[src/hdl/ft64Pkg.sv]
// ==============================
// Shared types, field positions and opcodes
// for the fetch front end, referenced by scope
// ==============================
package ft64Pkg;

	typedef logic [15:0] parcelT;		// One instruction parcel
	typedef logic [47:0] instrT;		// Full format instruction
	typedef logic [31:0] addrT;		// Byte address
	typedef logic [4:0] regT;		// Register number

	typedef struct packed {
		parcelT [3:0] parcel;		// Parcel 0 in the low bits
	} fetchWordT;

	typedef struct packed {
		instrT instr;
		addrT pc;
		logic compressed;		// Came from a 16 bit parcel
	} fetchedInstrT;

	// ==============================
	// Field positions, full format
	// ==============================
	localparam int fieldOp = 0;		// Major opcode, 6 bits
	localparam int fieldLen = 6;		// Length code, 2 bits
	localparam int fieldRa = 8;		// Source A
	localparam int fieldRt = 13;		// Target
	localparam int fieldRb = 18;		// Source B or low immediate
	localparam int fieldSz = 23;		// Size or store width
	localparam int fieldImmHi = 24;		// Upper immediate, 8 bits
	localparam int fieldFn = 26;		// R2 function

	// Length codes in parcel bits 7:6
	localparam logic [1:0] lenCompressed = 2'b00;
	localparam logic [1:0] len32 = 2'b10;
	localparam logic [1:0] len48 = 2'b11;

	// ==============================
	// Opcodes emitted by the expander
	// ==============================
	localparam logic [5:0] opBrk = 6'h00;
	localparam logic [5:0] opR2 = 6'h02;
	localparam logic [5:0] opAddi = 6'h04;
	localparam logic [5:0] opAndi = 6'h08;
	localparam logic [5:0] opOri = 6'h09;
	localparam logic [5:0] opFmt = 6'h0F;
	localparam logic [5:0] opJal = 6'h18;
	localparam logic [5:0] opNop = 6'h1C;
	localparam logic [5:0] opLh = 6'h20;
	localparam logic [5:0] opSh = 6'h21;
	localparam logic [5:0] opLw = 6'h23;
	localparam logic [5:0] opRet = 6'h29;
	localparam logic [5:0] opMsx = 6'h2F;
	localparam logic [5:0] opBcc = 6'h38;

	// R2 function codes
	localparam logic [5:0] fnAdd = 6'h04;
	localparam logic [5:0] fnSub = 6'h05;
	localparam logic [5:0] fnAnd = 6'h08;
	localparam logic [5:0] fnOr = 6'h09;
	localparam logic [5:0] fnXor = 6'h0A;
	localparam logic [5:0] fnMov = 6'h12;

endpackage
[src/hdl/ft64FetchFront.sv]
`timescale 1ns/1ps
// ==============================
// Fetch front end top level, queue to aligner
// ==============================
module ft64FetchFront
#(
	parameter int Depth = 16,
	parameter ft64Pkg::addrT ResetPc = '0
)
(
	input logic clk,
	input logic arstN,
	input logic fetchValid,
	input ft64Pkg::fetchWordT fetchWord,
	output logic fetchReady,
	input logic redirectValid,
	input ft64Pkg::addrT redirectPc,
	output logic instrValid,
	output ft64Pkg::fetchedInstrT instrOut,
	output logic overflow
);

	ft64Pkg::parcelT [2:0] headParcels;
	logic [$clog2(Depth):0] count;
	logic [1:0] headCount;
	logic [1:0] popCount;
	ft64Pkg::instrT expanded;

	// Aligner only cares about up to three parcels
	assign headCount = (count > 3) ? 2'd3 : count[1:0];

	ft64ParcelQueue #(
		.Depth(Depth)
	) u_ft64ParcelQueue (
		.clk(clk),
		.arstN(arstN),
		.wrEn(fetchValid),
		.wrWord(fetchWord),
		.popCount(popCount),
		.flush(redirectValid),
		.headParcels(headParcels),
		.count(count),
		.ready(fetchReady),
		.overflow(overflow)
	);

	ft64IExpander u_ft64IExpander (
		.cinstr(headParcels[0]),
		.expand(expanded)
	);

	ft64InstrAligner #(
		.ResetPc(ResetPc)
	) u_ft64InstrAligner (
		.clk(clk),
		.arstN(arstN),
		.headParcels(headParcels),
		.count(headCount),
		.expanded(expanded),
		.redirectValid(redirectValid),
		.redirectPc(redirectPc),
		.popCount(popCount),
		.instrValid(instrValid),
		.instrOut(instrOut)
	);

endmodule

[src/hdl/ft64InstrAligner.sv]
`timescale 1ns/1ps
// ==============================
// Takes the head instruction off the parcel queue,
// picks its final form and registers it with its PC
// ==============================
module ft64InstrAligner
#(
	parameter ft64Pkg::addrT ResetPc = '0
)
(
	input logic clk,
	input logic arstN,
	input ft64Pkg::parcelT [2:0] headParcels,
	input logic [1:0] count,
	input ft64Pkg::instrT expanded,
	input logic redirectValid,
	input ft64Pkg::addrT redirectPc,
	output logic [1:0] popCount,
	output logic instrValid,
	output ft64Pkg::fetchedInstrT instrOut
);

	ft64Pkg::addrT pc;
	logic [1:0] lenCode;
	logic [1:0] need;		// Parcels in the head instruction
	logic fire;
	ft64Pkg::instrT assembled;

	// Bit 7 clear means compressed whatever bit 6 holds
	assign lenCode = headParcels[0][ft64Pkg::fieldLen + 1] ?
		headParcels[0][ft64Pkg::fieldLen +: 2] : ft64Pkg::lenCompressed;

	always_comb
	begin
		case (lenCode)
		ft64Pkg::len32:
			begin
				need = 2'd2;
				assembled = {16'h0000, headParcels[1], headParcels[0]};	// Zero extended
			end
		ft64Pkg::len48:
			begin
				need = 2'd3;
				assembled = {headParcels[2], headParcels[1], headParcels[0]};
			end
		default:
			begin
				need = 2'd1;
				assembled = expanded;
			end
		endcase
	end

	// Empty check first so an unwritten head is never looked at
	assign fire = (count != 2'd0) && (count >= need) && !redirectValid;
	assign popCount = fire ? need : 2'd0;

	// ==============================
	// PC and output register
	// ==============================
	always_ff @(posedge clk or negedge arstN)
	begin
		if (!arstN)
		begin
			pc <= ResetPc;
			instrValid <= 1'b0;
		end
		else
		begin
			instrValid <= fire;
			if (redirectValid)
				pc <= redirectPc;
			else if (fire)
				pc <= pc + ft64Pkg::addrT'({need, 1'b0});	// 2, 4 or 6 bytes
		end
	end

	always_ff @(posedge clk)
	begin
		if (fire)
		begin
			instrOut.instr <= assembled;
			instrOut.pc <= pc;
			instrOut.compressed <= (lenCode == ft64Pkg::lenCompressed);
		end
	end

endmodule

[src/hdl/ft64ParcelQueue.sv]
`timescale 1ns/1ps
// ==============================
// Circular parcel queue, four parcels in per write,
// up to three out per cycle, cleared by flush
// ==============================
module ft64ParcelQueue
#(
	parameter int Depth = 16
)
(
	input logic clk,
	input logic arstN,
	input logic wrEn,
	input ft64Pkg::fetchWordT wrWord,
	input logic [1:0] popCount,
	input logic flush,
	output ft64Pkg::parcelT [2:0] headParcels,
	output logic [$clog2(Depth):0] count,
	output logic ready,
	output logic overflow
);

	localparam int PtrW = $clog2(Depth);
	localparam int CntW = PtrW + 1;
	localparam logic [CntW-1:0] ReadyLimit = CntW'(Depth - 4);	// Room for one word

	ft64Pkg::parcelT mem [Depth];
	logic [PtrW-1:0] rdPtr;
	logic [PtrW-1:0] wrPtr;
	logic wrOk;

	assign ready = (count <= ReadyLimit);
	assign wrOk = wrEn && ready && !flush;

	// Oldest three parcels
	always_comb
	begin
		for (int i = 0; i < 3; i++)
			headParcels[i] = mem[rdPtr + PtrW'(i)];
	end

	always_ff @(posedge clk)
	begin
		if (wrOk)
			for (int i = 0; i < 4; i++)
				mem[wrPtr + PtrW'(i)] <= wrWord.parcel[i];
	end

	// ==============================
	// Pointers, count, overflow
	// ==============================
	always_ff @(posedge clk or negedge arstN)
	begin
		if (!arstN)
		begin
			rdPtr <= '0;
			wrPtr <= '0;
			count <= '0;
			overflow <= 1'b0;
		end
		else if (flush)
		begin
			rdPtr <= '0;		// Redirect empties the queue
			wrPtr <= '0;
			count <= '0;
		end
		else
		begin
			rdPtr <= rdPtr + PtrW'(popCount);
			if (wrOk)
				wrPtr <= wrPtr + PtrW'(4);
			count <= count + (wrOk ? CntW'(4) : CntW'(0)) - CntW'(popCount);
			if (wrEn && !ready)
				overflow <= 1'b1;	// Sticky until reset
		end
	end

endmodule

[src/hdl/ft64IExpander.sv]
`timescale 1ns/1ps
// ==============================
// Expands a compressed parcel into the full 48 bit
// format in the same cycle; unknown codes give a NOP
// ==============================
module ft64IExpander
(
	input ft64Pkg::parcelT cinstr,
	output ft64Pkg::instrT expand
);

	localparam logic [5:0] fnShiftImm = 6'h0F;	// Shift by immediate 0-31
	localparam logic [2:0] shSll = 3'd0;
	localparam logic [2:0] shSrl = 3'd1;
	localparam logic [2:0] shSra = 3'd3;
	localparam logic [2:0] szWord = 3'b011;
	localparam logic [2:0] szMove = 3'd7;		// Current set to current set
	localparam logic [2:0] condEq = 3'd0;
	localparam logic [2:0] condNe = 3'd1;
	localparam ft64Pkg::regT regSp = 5'd31;
	localparam ft64Pkg::regT regFp = 5'd30;
	localparam ft64Pkg::regT regLk = 5'd29;

	// Register map for three bit register codes
	function automatic ft64Pkg::regT fnRp(input logic [2:0] rg);
		ft64Pkg::regT r;
		case (rg)
		3'd0: r = 5'd1;		// Return value
		3'd1: r = 5'd3;		// Temporaries
		3'd2: r = 5'd4;
		3'd3: r = 5'd11;	// Register variables
		3'd4: r = 5'd12;
		3'd5: r = 5'd18;	// Arguments
		3'd6: r = 5'd19;
		default: r = 5'd20;
		endcase
		return r;
	endfunction

	function automatic ft64Pkg::instrT baseForm(input logic [5:0] op);
		ft64Pkg::instrT r;
		r = '0;
		r[ft64Pkg::fieldLen +: 2] = ft64Pkg::len32;
		r[ft64Pkg::fieldOp +: 6] = op;
		return r;
	endfunction

	// Immediate split around the size bit
	function automatic ft64Pkg::instrT immForm(input logic [5:0] op, input ft64Pkg::regT rt,
		input ft64Pkg::regT ra, input logic [12:0] imm);
		ft64Pkg::instrT r;
		r = baseForm(op);
		r[ft64Pkg::fieldImmHi +: 8] = imm[12:5];
		r[ft64Pkg::fieldRb +: 5] = imm[4:0];
		r[ft64Pkg::fieldRt +: 5] = rt;
		r[ft64Pkg::fieldRa +: 5] = ra;
		return r;
	endfunction

	// Stores move the low immediate into the target slot
	function automatic ft64Pkg::instrT storeForm(input logic [5:0] op, input ft64Pkg::regT rs,
		input ft64Pkg::regT ra, input logic [12:0] imm, input logic wide);
		ft64Pkg::instrT r;
		r = baseForm(op);
		r[ft64Pkg::fieldImmHi +: 8] = imm[12:5];
		r[ft64Pkg::fieldSz] = wide;
		r[ft64Pkg::fieldRb +: 5] = rs;
		r[ft64Pkg::fieldRt +: 5] = imm[4:0];
		r[ft64Pkg::fieldRa +: 5] = ra;
		return r;
	endfunction

	function automatic ft64Pkg::instrT r2Form(input logic [5:0] fn, input logic [2:0] sz,
		input ft64Pkg::regT rb, input ft64Pkg::regT rt, input ft64Pkg::regT ra);
		ft64Pkg::instrT r;
		r = baseForm(ft64Pkg::opR2);
		r[ft64Pkg::fieldFn +: 6] = fn;
		r[ft64Pkg::fieldSz +: 3] = sz;
		r[ft64Pkg::fieldRb +: 5] = rb;
		r[ft64Pkg::fieldRt +: 5] = rt;
		r[ft64Pkg::fieldRa +: 5] = ra;
		return r;
	endfunction

	// Branch against r0, displacement in two pieces
	function automatic ft64Pkg::instrT bccForm(input logic [2:0] cond, input ft64Pkg::regT ra,
		input logic [10:0] disp);
		ft64Pkg::instrT r;
		r = baseForm(ft64Pkg::opBcc);
		r[ft64Pkg::fieldSz +: 9] = disp[10:2];
		r[ft64Pkg::fieldRt + 3 +: 2] = disp[1:0];
		r[ft64Pkg::fieldRt +: 3] = cond;
		r[ft64Pkg::fieldRa +: 5] = ra;
		return r;
	endfunction

	ft64Pkg::regT rd;		// Full destination
	ft64Pkg::regT rs;		// Full source or five bit immediate
	ft64Pkg::regT rpd;		// Mapped destination or base
	ft64Pkg::regT rpb;		// Mapped R2 source
	ft64Pkg::regT rpm;		// Mapped load target, store source
	logic [12:0] simm;

	assign rd = cinstr[4:0];
	assign rs = {cinstr[11:8], cinstr[5]};
	assign rpd = fnRp(cinstr[2:0]);
	assign rpb = fnRp({cinstr[9:8], cinstr[3]});
	assign rpm = fnRp({cinstr[9:8], cinstr[5]});
	assign simm = {{8{cinstr[11]}}, cinstr[11:8], cinstr[5]};

	// ==============================
	// Decode on bits 15:12 and 6
	// ==============================
	always_comb
	begin
		expand = baseForm(ft64Pkg::opNop);
		casez ({cinstr[15:12], cinstr[6]})
		5'b0000_0:
			if (rd == regSp)	// SP adjust scaled by 8
				expand = immForm(ft64Pkg::opAddi, regSp, regSp, {simm[9:0], 3'b000});
			else
				expand = immForm(ft64Pkg::opAddi, rd, rd, simm);
		5'b0001_0:
			if (rd == 5'd0)
			begin
				expand = baseForm(ft64Pkg::opBrk);
				expand[ft64Pkg::fieldRa +: 8] = {3'd1, rs};	// Cause code
				expand[ft64Pkg::fieldSz +: 3] = 3'd1;
			end
			else
				expand = immForm(ft64Pkg::opAddi, rd, 5'd0, simm);	// LDI
		5'b0010_0:
			if (rd == 5'd0)	// RET, pops the stack by 8 per unit
				expand = immForm(ft64Pkg::opRet, regSp, regSp, {5'd0, rs, 3'b000});
			else
				expand = immForm(ft64Pkg::opAndi, rd, rd, simm);
		5'b0011_0:
			expand = r2Form(fnShiftImm, shSll, rs, rd, rd);
		5'b0100_0:
			case (cinstr[5:4])
			2'd0: expand = r2Form(fnShiftImm, shSrl, {cinstr[11:8], cinstr[3]}, rpd, rpd);
			2'd1: expand = r2Form(fnShiftImm, shSra, {cinstr[11:8], cinstr[3]}, rpd, rpd);
			2'd2: expand = immForm(ft64Pkg::opOri, rpd, rpd,
				{{8{cinstr[11]}}, cinstr[11:8], cinstr[3]});
			default:
				case (cinstr[11:10])
				2'd0: expand = r2Form(ft64Pkg::fnSub, szWord, rpb, rpd, rpd);
				2'd1: expand = r2Form(ft64Pkg::fnAnd, szWord, rpb, rpd, rpd);
				2'd2: expand = r2Form(ft64Pkg::fnOr, szWord, rpb, rpd, rpd);
				default: expand = r2Form(ft64Pkg::fnXor, szWord, rpb, rpd, rpd);
				endcase
			endcase
		5'b0110_0:
			begin
				expand = baseForm(ft64Pkg::opFmt);
				expand[31:16] = cinstr;		// Whole parcel carried along
			end
		5'b0111_0:	// Unconditional, r0 equals r0
			expand = bccForm(condEq, 5'd0, {cinstr[11], cinstr[11:8], cinstr[5:0]});
		5'b10??_0:
			expand = bccForm(condEq, rd,
				{{4{cinstr[13]}}, cinstr[13:9], cinstr[8], cinstr[5]});
		5'b11??_0:
			expand = bccForm(condNe, rd,
				{{4{cinstr[13]}}, cinstr[13:9], cinstr[8], cinstr[5]});
		5'b0000_1:
			expand = r2Form(ft64Pkg::fnMov, szMove, 5'd0, rs, rd);
		5'b0001_1:
			expand = r2Form(ft64Pkg::fnAdd, szWord, rs, rd, rd);
		5'b0010_1:
			expand = immForm(ft64Pkg::opJal, rs, rd, 13'd0);	// JALR
		5'b0011_1:
			if (rs == 5'd0)
			begin
				expand = storeForm(ft64Pkg::opMsx, rd, regSp, 13'd0, 1'b0);	// PUSH
				expand[ft64Pkg::fieldRt +: 5] = regSp;
				expand[31:28] = 4'hC;
			end
			else
				expand = r2Form(ft64Pkg::fnMov, szMove, 5'd0, rd, regLk);	// Link to reg
		// SP and FP relative, word forms scaled by 8
		5'b0100_1: expand = immForm(ft64Pkg::opLh, rd, regSp, {simm[10:0], 2'b00});
		5'b0101_1: expand = immForm(ft64Pkg::opLw, rd, regSp, {simm[9:0], 3'b000});
		5'b0110_1: expand = immForm(ft64Pkg::opLh, rd, regFp, {simm[10:0], 2'b00});
		5'b0111_1: expand = immForm(ft64Pkg::opLw, rd, regFp, {simm[9:0], 3'b000});
		5'b1000_1: expand = storeForm(ft64Pkg::opSh, rd, regSp, {simm[10:0], 2'b00}, 1'b0);
		5'b1001_1: expand = storeForm(ft64Pkg::opSh, rd, regSp, {simm[9:0], 3'b000}, 1'b1);
		5'b1010_1: expand = storeForm(ft64Pkg::opSh, rd, regFp, {simm[10:0], 2'b00}, 1'b0);
		5'b1011_1: expand = storeForm(ft64Pkg::opSh, rd, regFp, {simm[9:0], 3'b000}, 1'b1);
		// Mapped base register
		5'b1100_1:
			expand = immForm(ft64Pkg::opLh, rpm, rpd,
				{{7{cinstr[11]}}, cinstr[11:10], cinstr[4:3], 2'b00});
		5'b1101_1:
			expand = immForm(ft64Pkg::opLw, rpm, rpd,
				{{6{cinstr[11]}}, cinstr[11:10], cinstr[4:3], 3'b000});
		5'b1110_1:
			expand = storeForm(ft64Pkg::opSh, rpm, rpd,
				{{7{cinstr[11]}}, cinstr[11:10], cinstr[4:3], 2'b00}, 1'b0);
		5'b1111_1:
			expand = storeForm(ft64Pkg::opSh, rpm, rpd,
				{{6{cinstr[11]}}, cinstr[11:10], cinstr[4:3], 3'b000}, 1'b1);
		default:
			expand = baseForm(ft64Pkg::opNop);
		endcase
	end

endmodule

[config.mk]
export PLATFORM = sky130hd
export DESIGN_NAME = ft64FetchFront
export DESIGN_NICKNAME = d
export VERILOG_FILES = /design/src/hdl/ft64Pkg.sv /design/src/hdl/ft64FetchFront.sv /design/src/hdl/ft64InstrAligner.sv /design/src/hdl/ft64ParcelQueue.sv /design/src/hdl/ft64IExpander.sv
export SDC_FILE = /design/constraint.sdc
export NUM_CORES = 1
export LEC_CHECK = 0
export ABC_AREA = 0
export BUFFER_PORTS_ARGS = -buffer_cell sky130_fd_sc_hd__buf_2
export CAP_MARGIN = 20
export CORE_MARGIN = 8
export CORE_UTILIZATION = 55
export DETAILED_ROUTE_END_ITERATION = 16
export PLACE_DENSITY = 0.77
export SYNTH_ARGS = -nofsm -noshare
export SYNTH_HDL_FRONTEND = slang
export SYNTH_SLANG_ARGS = --single-unit
[constraint.sdc]
create_clock -name clk -period 12.1 [get_ports clk]
set_clock_uncertainty 0.05 [all_clocks]
set_input_delay 1.21 -clock clk [delete_from_list [all_inputs] [get_ports clk]]
set_output_delay 1.21 -clock clk [all_outputs]
set_load 0.02 [all_outputs]
== After elaboration in Yosys (flattened, before gate mapping) ==
Memory sizes are Yosys's and may differ from the RTL's.
Index checks and enable logic that the tools add are counted.
Cells by class
  div/mod/pow operators: 0
  $mul: 0
  reductions and logical operators: 20
  bitwise logic cells: 1
  equality and inequality tests: 49
  add/subtract/negate cells: 10
  shift operators: 0
  multiplexer cells: 24
  magnitude comparators: 3
Operator list (number)
  48-bit case mux with 25 select lines: 1
  32-bit two-way mux: 5
  5-bit case mux with 7 select lines: 3
  32-bit case mux with 3 select lines: 1
  48-bit case mux with 2 select lines: 1
  30-bit case mux with 3 select lines: 1
  5-bit equality test, second input constant: 9
  5-bit by 4-bit equality test with 1-bit output, second input constant: 7
  3-bit equality test, second input constant: 11
  32-bit by 3-bit adder with 32-bit output: 1
  26-bit two-way mux: 1
  5-bit by 3-bit equality test with 1-bit output, second input constant: 4
  3-bit by 2-bit equality test with 1-bit output, second input constant: 6
  5-bit logical NOT: 3
  4-bit by 2-bit adder with 4-bit output, second input constant: 3
  4-bit two-way mux: 3
  5-bit by 2-bit equality test with 1-bit output, second input constant: 2
  3-bit by 1-bit equality test with 1-bit output, second input constant: 3
  3-bit logical NOT: 3
  4-bit by 1-bit adder with 4-bit output, second input constant: 2
  2-bit equality test, second input constant: 4
  2-bit logical NOT: 3
  2-bit two-way mux: 3
  2-bit nonzero test: 3
  17 further kinds: 24
Word-level totals
  bits in latches: 0
  bits in read-only memories: 0
  flip-flop bits (word level): 128
  output and inout port bits: 84
  word-level logic and storage cells: 117
  input bits: 100
  memory bits (writable): 256
  memories: 1
Memory list
  u_ft64ParcelQueue.mem: depth 16, bits a word 16, rd ports 3, clocked after memory_dff 0, write ports 4, RTL line ft64ParcelQueue.sv:27  | ft64Pkg::parcelT mem [Depth];

== Longest topological paths before layout ==
An unclocked memory read counts as a cell.
  depth in word-level cells: 10
  gate-level depth with buffers: 26
  gate-level depth less buffers: 17

== Hierarchy ==
From an unflattened synthesis, not the netlist that was laid out.
Unflattened totals
  cells, all modules: 1867
  area, all modules: 23869.1 µm²
Modules (own cells, without submodules)
  ft64ParcelQueue: cells each 1125, instances 1, seq. area each 7987.7 µm², area each 16689.8 µm²
  ft64InstrAligner: cells each 355, instances 1, seq. area each 3258.1 µm², area each 4924.7 µm²
  ft64IExpander: cells each 385, instances 1, seq. area each 0.0 µm², area each 2239.6 µm²
  ft64FetchFront: cells each 2, instances 1, seq. area each 0.0 µm², area each 15.0 µm²

== Least setup slack after synthesis ==
Ideal clock, no wire load.
  path type: register to register
  from: register u_ft64ParcelQueue.rdPtr[1]
  to: register u_ft64ParcelQueue.count[3]
  setup time: 0.132 ns
  clock period less this slack: 8.706 ns
  path buffers: 6
  data arrival time: 8.524 ns
  cell stages (with the launch flop): 22
  data required time: 11.918 ns
  path slack: 3.394 ns
  path through: dfrtp_1 > buf_2 > buf_2 > buf_1 > mux4_2 > mux2i_1 > mux2i_1 > inv_1 > clkbuf_1 > buf_1 > ha_1 > a21oi_1 > or2_2 > clkbuf_1 > nor2_1 > nand2_1 > ha_1 > ha_1 > inv_1 > fa_1 > xor2_1 > nor2_1
On the way
  cells in the longest elaborated chain, start to end: 10
  elaborated cells between the ends (all ways): 11
  those cells by class: 1 x add/sub; 1 x order compare; 2 x eq/ne; 4 x mux; 2 x reduce/logical; 1 x memory
RTL lines
  start, declared: RTL line ft64ParcelQueue.sv:28  | logic [PtrW-1:0] rdPtr;
  start signal, assigned: RTL line ft64ParcelQueue.sv:69  | rdPtr <= rdPtr + PtrW'(popCount);
  memory 16 x 16 bit (*)
  2-bit two-way mux (*): RTL line ft64InstrAligner.sv:30  | assign lenCode = headParcels[0][ft64Pkg::fieldLen + 1] ?
  2-bit equality test: RTL line ft64InstrAligner.sv:35  | case (lenCode)
  2-bit case mux with 2 select lines (*): RTL line ft64InstrAligner.sv:35
  2-bit greater-or-equal comparator (*): RTL line ft64InstrAligner.sv:55  | assign fire = (count != 2'd0) && (count >= need) && !redirectValid;
  1-bit logical AND (*) (2 in a row): RTL line ft64InstrAligner.sv:55
  via u_ft64InstrAligner.fire: RTL line ft64InstrAligner.sv:26  | logic fire;
  2-bit two-way mux (*): RTL line ft64InstrAligner.sv:56  | assign popCount = fire ? need : 2'd0;
  5-bit by 2-bit subtractor with 5-bit output (*): RTL line ft64ParcelQueue.sv:72  | count <= count + (wrOk ? CntW'(4) : CntW'(0)) - CntW'(popCount);
  5-bit two-way mux (*): RTL line ft64ParcelQueue.sv:61  | else if (flush)
  end signal, assigned: RTL line ft64ParcelQueue.sv:72
  end, declared: RTL line ft64ParcelQueue.sv:18  | output logic [$clog2(Depth):0] count,
The timed path passes the listed nets; every way through them passes the cells marked *.
A chain may end at the register's enable or synchronous reset.

== Final worst setup path ==
Ends and elaborated chain as after synthesis.

==> metrics.md <==
| Metric | Value |
|---|---|
| Status | `finished clean` |
| Drt first pass iters | `8` |
| Clock Latency Late Sink | `570 ps` |
| RSZ-0062 raised after global routing | `false` |
| Total track usage | `0.284` |
| Core ar. | `41800 sq um` |
| DRT antenna net count | `0` |
| Critical Path End | `u_ft64ParcelQueue.count[3]` |
| Overflow after GRT | `0` |
| Metal3 WL | `8280 um` |
| H-tree depth | `2` |
| Syn Inst Count | `1975` |
| CTS max path bufs | `3` |
| Iteration-0 DRC Markers | `2781` |
| Unique cell type count in the Yosys netlist | `74` |
| Via density | `6.84` |
| Post-CTS Setup Bufs | `0` |
| Slowest stage cell, crit path | `nor2_4` |
| Cell-by-cell trace of the critical path | `buf_4 > mux4_2 > mux2i_1 > mux2i_4 > buf_4 > buf_4 > nand2_1 > ha_1 > nand2b_1 > a21oi_1 > or2_2 > nor2_4 > nand2_1 > ha_1 > ha_1 > inv_1 > fa_1 > xor2_1 > nor2_1` |
| Crit start category | `flip-flop` |
| Avg WL per Cell | `26.6 um` |
| Synthesized area | `23100 sq um` |
| CTS clk-pin slew, worst paths | `60 ps` |
| Slew headroom | `0.214` |
| Finish-stage setup viols | `0` |
| Final WS setup | `6020 ps` |
| R2r endpoint | `u_ft64ParcelQueue.count[3]` |
| Crit-path max cell delay | `900 ps` |
| Crit. Startpoint | `u_ft64ParcelQueue.rdPtr[1]` |
| Resized cells post-CTS | `0` |
| CTS root buffer | `clkbuf_16` |
| Total of warnings raised by yosys | `0` |
| DP Area | `24400 sq um` |
| Net count, final | `2212` |
| Net count after synthesis | `2098` |
| Gp weighted congestion | `1.00` |
| Synthesized flop and latch total | `382` |
| Largest net degree at the start of global routing | `97` |
| Class of the worst hold path | `flip-flop to flip-flop` |
| Filler instances | `3135` |
| Final Hold Fails | `0` |
| R2r setup slk | `6020 ps` |
| Met1 WL | `25700 um` |
| Critical Path RT | `12470 ps` |
| I/O pin cnt | `184` |
| Share of the synthesized area in the top cell type | `0.437` |
| Setup crit end kind | `flip-flop` |
| EDFF count, synth | `337` |
| Setup_tns | `0 ps` |
| Cts bufs inserted | `41` |
| Critical path's top delay family | `simple AND/OR/NAND/NOR gates` |
| Crit Path Max Fanout | `33` |
| # DRC | `0` |
| Top FF cell, synth | `edfxtp_1` |
| Worst Setup Path Type | `flip-flop to flip-flop` |
| Max-slew violation count | `0` |
| Synth area leaders | `edfxtp_1 44%, mux4_2 19%, nand2_1 9.3%` |
| Seq/Total Area, Yosys | `0.486` |
| Die H | `221 um` |
| Syn_area_per_cell | `11.7 sq um` |
| Number of global-route vias before repair | `18100` |
| CTS tree | `yes` |
| Arr. time, crit path | `6450 ps` |
| Post-synth ARST share | `0.118` |
| P&R area growth vs syn | `11.6%` |
| Worst reg2reg path depth | `19` |
| Final HPWL DP | `47900 um` |
| Leading area contributor after synthesis | `edfxtp_1` |
| Num Clock Sinks | `382` |
| Top sig layer | `met4` |
| Peak VDD IR | `0.000131 V` |
| DR WL met2 | `33500 um` |
| Fin crit share | `0.503` |
| Fin crit period | `6080 ps` |
| Starting Density | `0.554` |
| Drt total wl | `70900 um` |
| Synth cell count leaders | `573 x nand2_1, 337 x edfxtp_1, 200 x mux4_2` |
| Hold_buf cts | `0` |
| Global-route wire length before repair | `109000 um` |
| I/O Buffers | `183` |
| Die area | `48900 sq um` |
| Final instance area | `25800 sq um` |
| Most common cell in the synthesized netlist | `nand2_1` |
| Pre-CTS setup slack | `5720 ps` |
| Die Width | `221 um` |
| Max-capacitance violation count | `0` |
| P_leak | `9.38 nW` |
| Max Freq | `164 MHz` |
| Stages on the worst setup path | `19` |
| WP buf/inv | `4` |
| Worst slew pin tran | `1180 ps` |
| PwrDens | `206 nW/um^2` |
| Worst r2r src | `u_ft64ParcelQueue.rdPtr[1]` |
| Initial antenna violation count | `2` |
| Layout cell share with drive strength beyond 1 | `0.254` |
| Vias post-DR | `18200` |
| Cell Rows | `75` |
-- logic make-up after synthesis --
group,synth area share
flip-flops,0.486
multiplexers,0.224
AND/OR/NAND/NOR,0.149
adder cells (fa/ha/maj),0.0134
other,0.000162
XOR/XNOR,0.0151
AO/OA/AOI/OAI,0.0744
buffers and inverters,0.0371
-- worst register-to-register path, cell delays in order (launching register included) --
cell	delay (ps)
dfrtp_4	740
buf_4	530
mux4_2	600
mux2i_1	280
mux2i_4	100
buf_4	240
buf_4	260
nand2_1	170
ha_1	140
nand2b_1	90
a21oi_1	110
or2_2	370
nor2_4	900
nand2_1	200
ha_1	340
ha_1	160
inv_1	50
fa_1	380
xor2_1	180
nor2_1	60
-- placed cells by master, fill, tap and decap left out, types with 13 or more instances in the layout --
master     count
o211ai_1      18
o21ai_0       67
nor2_1        73
nand3_1       36
inv_1         27
xnor2_1       17
nor3_1        27
edfxtp_1     337
nand4_1       19
buf_4         49
a32oi_1       13
mux4_2       200
o22ai_1       22
dfrtp_1       42
clkbuf_16     42
xor2_1        20
nand2_1      573
mux2i_1       28
a21oi_1       44
and3_1        23
mux2_2        17
a211oi_1      15
buf_2        184
clkinv_2      15
nor2b_1       15
ha_1          19
-- worst min path at each step --
stage                             start                              to  slack, ps  cells past startpoint
6_report       u_ft64InstrAligner.pc[0]  u_ft64InstrAligner.instrOut[1]        410                      0
5_1_grt        u_ft64InstrAligner.pc[0]  u_ft64InstrAligner.instrOut[1]        420                      0
4_1_cts        u_ft64InstrAligner.pc[0]  u_ft64InstrAligner.instrOut[1]        400                      0
3_5_place_dp   u_ft64InstrAligner.pc[0]  u_ft64InstrAligner.instrOut[1]        390                      0
3_3_place_gp   u_ft64InstrAligner.pc[0]  u_ft64InstrAligner.instrOut[1]        380                      0
2_1_floorplan  u_ft64InstrAligner.pc[0]  u_ft64InstrAligner.instrOut[1]        370                      0
-- sequential cells by signal, indices dropped and copies added, names as in the netlist --
register,cells
u_ft64InstrAligner.instrOut,81
u_ft64InstrAligner.instrValid,1
u_ft64InstrAligner.pc,32
u_ft64ParcelQueue.count,5
u_ft64ParcelQueue.mem,256
u_ft64ParcelQueue.overflow,1
u_ft64ParcelQueue.rdPtr,4
u_ft64ParcelQueue.wrPtr,2
-- layer usage --
metal  global-route usage  vias to the layer above
met5                    0                        -
met4                0.128                        0
met3               0.0731                      277
met2                0.453                     1362
met1                0.365                     8864
li1                     -                     7713
-- metrics by stage --
step / instances / hold slack, ps / power [mW] / utilization
2_1_floorplan: 1975 / 371 / 3.39 / -
3_3_place_gp: 2580 / 380 / 4.05 / 0.585
3_5_place_dp: 2581 / 388 / 4.09 / 0.585
4_1_cts: 2656 / 402 / 5.29 / 0.616
5_1_grt: 2662 / 418 / 5.54 / 0.619
6_report: 2662 / 412 / 5.33 / 0.619
-- where the power goes --
group | switching (mW) | internal, mW
Combinational | 1.42 | 0.813
Sequential | 0.142 | 1.75
Clock | 0.523 | 0.682
Total | 2.08 | 3.24
-- final cells by class --
type,instances,area [sq um],share of cell area
sequential,382,11300,0.436
tap,539,674,0.0261
multi-input combinational,1395,11100,0.430
inverter,32,124,0.00480
clock buffer,50,1080,0.0419
antenna,2,5.00,0.000194
clock inverter,25,193,0.00746
timing repair buffer,237,1390,0.0539
Power figures use the tool's default switching activity.
